<file path="src/adapterPkg.sv">
package adapterPkg;

    localparam int WORD_WIDTH  = 64;  // one operand word from the host
    localparam int COUNT_WIDTH = 16;
    localparam int SUM_WIDTH   = 48;
    localparam int TERM_WIDTH  = 7;   // holds 0..64

    // operand word, the final three variable swaps in the host encoding
    typedef logic [WORD_WIDTH-1:0] botWord;

    // item count since the last start, wraps modulo 2^16
    typedef logic [COUNT_WIDTH-1:0] coeffCount;

    // running sum of terms, wraps modulo 2^48
    typedef logic [SUM_WIDTH-1:0] summedData;

    // per-item term, bits set in both words
    typedef logic [TERM_WIDTH-1:0] popTerm;

    // input FIFO payload, 129 bits
    typedef struct packed {
        botWord botLower;
        botWord botUpper;
        logic   startNewTop;  // restart count and sum with this item
    } inputItem;

    // output port and output FIFO payload, 64 bits
    typedef struct packed {
        coeffCount pcoeffCount;    // upper 16 bits
        summedData summedDataOut;  // lower 48 bits
    } resultItem;

    // FIFO depth, power of two
    localparam int DEFAULT_FIFO_DEPTH = 32;

    // synchronizer flops on each clock crossing
    localparam int DEFAULT_SYNC_STAGES = 4;

    // free entries kept to absorb items still in flight when ready drops
    localparam int DEFAULT_READY_SLACK = 5;

endpackage

</file>
<file path="src/coeffPipeline.sv">
`timescale 1ns/1ps

module coeffPipeline (
    input  logic                  clock,  // the 2x clock
    input  logic                  rst,
    input  logic                  ivalid,
    output logic                  oready,
    input  adapterPkg::inputItem  item,
    output logic                  ovalid,
    input  logic                  iready,
    output adapterPkg::resultItem result
);

    function automatic adapterPkg::popTerm countOnes(input adapterPkg::botWord word);
        adapterPkg::popTerm total;
        total = '0;
        for (int i = 0; i < $bits(word); i++) begin
            total = total + adapterPkg::popTerm'(word[i]);
        end
        return total;
    endfunction

    logic                  advance;

    // stage 1, AND of the two words
    logic                  s1Valid;
    logic                  s1Start;
    adapterPkg::botWord    s1And;

    // stage 2, term
    logic                  s2Valid;
    logic                  s2Start;
    adapterPkg::popTerm    s2Term;

    // stage 3, accumulators
    logic                  s3Valid;
    adapterPkg::coeffCount countReg;
    adapterPkg::summedData sumReg;

    // whole pipe moves together, so nothing stalls mid-pipe
    assign advance = !s3Valid || iready;
    assign oready  = advance;

    always_ff @(posedge clock) begin
        if (rst) begin
            s1Valid <= 1'b0;
            s2Valid <= 1'b0;
            s3Valid <= 1'b0;
        end else if (advance) begin
            s1Valid <= ivalid;
            s2Valid <= s1Valid;
            s3Valid <= s2Valid;
        end
    end

    always_ff @(posedge clock) begin
        if (advance) begin
            s1And   <= item.botLower & item.botUpper;
            s1Start <= item.startNewTop;
            s2Term  <= countOnes(s1And);
            s2Start <= s1Start;
        end
    end

    always_ff @(posedge clock) begin
        if (rst) begin
            countReg <= '0;
            sumReg   <= '0;
        end else if (advance && s2Valid) begin
            if (s2Start) begin
                countReg <= adapterPkg::coeffCount'(1);  // start item counts itself
                sumReg   <= adapterPkg::summedData'(s2Term);
            end else begin
                countReg <= countReg + 1'b1;  // wraps modulo 2^16
                sumReg   <= sumReg + adapterPkg::summedData'(s2Term);
            end
        end
    end

    assign ovalid = s3Valid;
    assign result = '{pcoeffCount: countReg, summedDataOut: sumReg};

endmodule

</file>
<file path="config.mk">
export PLATFORM = sky130hd
export DESIGN_NAME = coeffPipeline
export DESIGN_NICKNAME = d
export VERILOG_FILES = /design/src/adapterPkg.sv /design/src/coeffPipeline.sv
export SDC_FILE = /design/constraint.sdc
export NUM_CORES = 1
export LEC_CHECK = 0
export BUFFER_PORTS_ARGS = -buffer_cell sky130_fd_sc_hd__buf_2
export CAP_MARGIN = 10
export CORE_MARGIN = 2
export CORE_UTILIZATION = 40
export CTS_CLUSTER_DIAMETER = 120
export DETAILED_ROUTE_END_ITERATION = 12
export GPL_ROUTABILITY_DRIVEN = 0
export GPL_TIMING_DRIVEN = 0
export HOLD_SLACK_MARGIN = 0.03
export PLACE_DENSITY_LB_ADDON = 0.15
export SLEW_MARGIN = 20
export SYNTH_ARGS = -nofsm -noshare
export SYNTH_HDL_FRONTEND = slang
export SYNTH_SLANG_ARGS = --single-unit
</file>
<file path="constraint.sdc">
create_clock -name clock -period 8 [get_ports clock]
set_clock_uncertainty 0.1 [all_clocks]
set_input_delay 0.4 -clock clock [delete_from_list [all_inputs] [get_ports clock]]
set_output_delay 0.4 -clock clock [all_outputs]
set_load 0.02 [all_outputs]
</file>
# After elaboration in Yosys (flattened, before gate mapping)
# Index checks and enable logic that the tools add are counted.
# classes
n_bitwise	1
n_addsub	65
muxes	2
reduce_logical	3
# op_table
operator	count
adder 7 x 1 -> 7 bit	57
bitwise AND 64 bit	1
adder 48 x 7 -> 48 bit	1
2-to-1 mux 48 bit	1
adder 16 x 1 -> 16 bit, second input constant	1
2-to-1 mux 16 bit	1
adder 6 x 1 -> 7 bit	1
adder 5 x 1 -> 6 bit	1
adder 4 x 1 -> 5 bit	1
adder 3 x 1 -> 4 bit	1
adder 2 x 1 -> 3 bit	1
adder 1 x 1 -> 2 bit	1
logical AND 1 bit	1
zero test 1 bit	1
logical OR 1 bit	1
# totals
output_inout_bits	66
in_bits	133
register_bits	140

# Depth between registers and ports, before layout
# logic_depth
ltp_word	63
ltp_mapped	22
depth_no_buf	22

# Worst setup path after synthesis
# Ideal clock, no wire load.
# synth_path
path_kind	register -> register
startpoint	reg s1And[0]
endpoint	reg s2Term[5], data pin
setup_time_ns	0.262
arrival_time_ns	5.484
period_less_slack_ns	5.846
stages_incl_launch_ff	17
t_required_ns	7.638
setup_slack_ns	2.154
path_cell_list	edfxtp_1 -> fa_1 -> inv_1 -> fa_1 -> fa_1 -> fa_1 -> fa_1 -> fa_1 -> fa_1 -> fa_1 -> inv_1 -> ha_1 -> a21o_1 -> a21oi_1 -> o21bai_1 -> a21oi_1 -> xor2_1
# synth_between
elab_chain_cells	63
# synth_rtl
item	line_no	source
from (decl)	coeffPipeline.sv:28	adapterPkg::botWord s1And;
from (signal assigned)	coeffPipeline.sv:58	s1And <= item.botLower & item.botUpper;
adder 1 x 1 -> 2 bit	coeffPipeline.sv:18	total = total + adapterPkg::popTerm'(word[i]);
adder 2 x 1 -> 3 bit	coeffPipeline.sv:18	
adder 3 x 1 -> 4 bit	coeffPipeline.sv:18	
adder 4 x 1 -> 5 bit	coeffPipeline.sv:18	
adder 5 x 1 -> 6 bit	coeffPipeline.sv:18	
adder 6 x 1 -> 7 bit	coeffPipeline.sv:18	
adder 7 x 1 -> 7 bit (57 in series)	coeffPipeline.sv:18	
to (signal assigned)	coeffPipeline.sv:60	s2Term <= countOnes(s1And);
to (decl)	coeffPipeline.sv:33	adapterPkg::popTerm s2Term;
# No other way between the ends.
# A chain may end at the register's enable or synchronous reset.

# Worst setup path after layout
# Ends and elaborated chain as after synthesis.

==> impl_results.md <==
* WHS Endpoint: s1Start
* RSZ-0062 raised after global routing: false
* Grt total ovfl at 0
* CP Capture Type: flip-flop
* Port bufs at 198
* Initial Utilization at 41.00%
* Critical Path Fanout Max at 2
* Post-synth EDFFs at 73
* First-pass GRT wire length at 25.92 mm
* Sequential cell area fraction in the yosys report at 45.77%
* DRC at 0
* Hold Slack at 0.06170 ns
* DR vias/cell at 4.730
* Met3 Track Usage GR at 3.957%
* Flop-to-flop setup slack at 1.92 ns
* DIE AREA at 20,430 µm²
* Row Count at 50
* Post-CTS Hold Fix Bufs at 0
* Syn Nets at 932
* Fin crit period at 6.084 ns
* Slew at the pin closest to its max-slew limit at 0.9016 ns
* Leakage power at 4.195 nW
* Post-Syn Area at 7720 µm²
* Die W at 142.9 µm
* Io pins at 199
* Top cell type's share of synthesized area at 28.40%
* CP Launch Type: flip-flop
* Outcome: completed
* Main synth FF type: edfxtp_1
* DRT Pass-1 Iters at 4
* Global routing met1 resource utilization at 21.40%
* Max_slew headroom at 39.43%
* Fin area at 9682 µm²
* Setup bufs post-CTS at 0
* DP Area at 9071 µm²
* Gr usage total at 16.01%
* Ys Warns at 0
* HPWL reported at the end of detailed placement at 11.93 mm
* Slew Viols, Final at 0
* N_diodes at 0
* H-tree levels at 4
* Area leader, netlist: edfxtp_1
* GR Util met2 at 25.74%
* Hold WC Path Type: in2reg
* Filler Cell Count at 1,767
* Root Buffer: clkbuf_16
* Final cycle utilization of the critical path at 76.05%
* Vias in the first global route at 5,526
* R2r worst-path depth at 16
* P&R area growth vs syn at 25.41%
* Beginning of the worst register-to-register path: s1And[0]
* PostCTS Resize Cnt at 0
* Final count of hold timing violations at 0
* Layout cells sized above 1 at 25.53%
* Initial antenna violation count at 1
* Worst Path Class, Setup: reg2reg
* Final setup viols at 0
* Die Ht at 142.9 µm
* Setup TNS at 0 ns
* FF/Latch Area at 3533 µm²
* Hold path startpoint: item[0]
* Post-route ant nets at 0
* Clock latency on the worst-skew pair at 0.42 ns
* CTS tree: yes
* Clock-pin slew on the worst setup and hold paths at 0.06 ns
* 1st-iter DRT viols at 203
* FFs w/ async S/R, synth at 0%
* Average wire per standard cell at 12.99 µm
* Highest clock rate at 164.4 MHz
* VDD IR max at 0.4204 mV
* Final wirelength at 15.74 mm
* Sink Count at 140
* Synth Register Bits at 140
* Area of the multi-input gates at 3731 µm²
* Avg Inst Size Synth at 10.71 µm²
* Largest net degree at the start of global routing at 58
* Vias at 5,733
* Cts bufs inserted at 17
* CP required at 8.06 ns
* Distinct cells, synth at 43
* Final Net Count at 1,150
* Core Region at 18,830 µm²
* Clk buf depth at 2
* Critical Path AT at 6.15 ns
* Max-capacitance violation count at 0
* Hold Path Depth at 1
* PwrDens at 383.5 nW/µm²
* GRT Max-Usage Layer: met2
* R2R Path End: s2Term[5]
* Synth top area cells: edfxtp_1 28%, dfxtp_1 17%, fa_1 14%
* Syn Inst Count at 721
-- Yosys cell counts, types with 2 or more instances --
| master | number |
|---|---|
| o2111ai_1 | 4 |
| a311oi_1 | 2 |
| buf_2 | 2 |
| or3_2 | 3 |
| a21o_1 | 4 |
| nand4_1 | 18 |
| fa_1 | 55 |
| and3_1 | 6 |
| dfxtp_1 | 67 |
| nand3_1 | 19 |
| nor3_1 | 12 |
| a21oi_1 | 41 |
| o211ai_1 | 2 |
| edfxtp_1 | 73 |
| ha_1 | 23 |
| nand2_1 | 28 |
| and2_1 | 66 |
| o21bai_1 | 4 |
| o21ai_0 | 11 |
| clkbuf_1 | 14 |
| xor2_1 | 21 |
| nor2_1 | 46 |
| inv_1 | 102 |
| nor2b_1 | 3 |
| o31ai_1 | 16 |
| mux2i_1 | 5 |
| o41ai_1 | 4 |
| xnor2_1 | 12 |
| and4_1 | 6 |
| a211oi_1 | 13 |
| or3_1 | 8 |
| or4_1 | 16 |
| buf_1 | 4 |
| or4_2 | 2 |
-- cells by family (layout without fill, tap and decap cells) --
logic type	after synthesis	count (layout)	synth area share (%)
AND/OR/NAND/NOR	238	238	17.08
flip-flops	140	140	45.77
buffers and inverters	122	353	5.964
AO/OA/AOI/OAI	104	104	8.655
adder cells (fa/ha/maj)	78	78	17.99
XOR/XNOR	33	33	3.744
multiplexers	6	6	0.7942
-- cell type report --
cell class	count	share of cell area (%)
repair buffers	199	10.52
flip-flops and latches	140	36.50
clock buffers	17	4.394
well taps	260	3.360
inverters	102	3.980
multi-input cells	459	38.54
clock inverters	15	1.913
plain buffers	20	0.8012
-- layer usage --
layer	vias to the layer above	wire length, µm
met5	-	7
met4	2	182
met3	15	880
met2	182	7276
met1	2619	7397
li1	2915	-
-- metrics by stage --
step                      power (mW)  cells  setup slack [ns]  utilization [%]
after floorplan                2.586    721             2.154                -
after global placement         2.899   1179             1.884            47.99
after detailed placement       2.948   1180             1.848            48.17
after CTS                      3.794   1212             1.813            51.42
after global routing           4.096   1212             1.602            51.42
final                          3.713   1212             1.916            51.42
-- worst max-delay path by stage --
stage                        start         to  slack (ns)  depth (start not counted)
after floorplan           s1And[0]  s2Term[5]        2.15                         16
after global placement    s1And[0]  s2Term[5]        1.88                         16
after detailed placement  s1And[0]  s2Term[5]        1.85                         16
after CTS                 s1And[0]  s2Term[5]        1.81                         16
after global routing      s1And[0]  s2Term[5]        1.60                         16
final                     s1And[0]  s2Term[5]        1.92                         16
-- report_power, final --
group	internal (mW)	switching [mW]	total, mW
clock	0.496	0.328	0.824
sequential	0.934	0.0215	0.955
combinational	0.926	1.01	1.93
-- cells in the final DEF, fill, tap and decap left out, types with 15 or more instances in the layout --
master,n
nand4_1,18
nor2_1,46
clkbuf_16,17
inv_1,101
and2_1,66
nand2_1,28
ha_1,23
fa_1,55
o31ai_1,15
dfxtp_1,67
nand3_1,19
edfxtp_1,73
buf_2,200
xor2_1,21
or4_1,16
a21oi_1,41
-- sequential cells by signal, indices dropped and copies added, names as in the netlist --
name      count
s1And        64
sumReg       48
countReg     16
s2Term        7
ovalid        1
s1Start       1
s1Valid       1
s2Start       1
s2Valid       1
-- worst max-delay path, stage by stage (launching register included) --
cell and delay, ns:
edfxtp_1 0.40, fa_1 0.55, inv_1 0.05, fa_1 0.42, fa_1 0.49, fa_1 0.54
fa_1 0.54, fa_1 0.53, fa_1 0.52, fa_1 0.60, inv_1 0.06, ha_1 0.28
a21o_1 0.18, a21oi_1 0.22, o21bai_1 0.10, a21oi_1 0.17, xor2_1 0.08
Power figures use the tool's default switching activity.
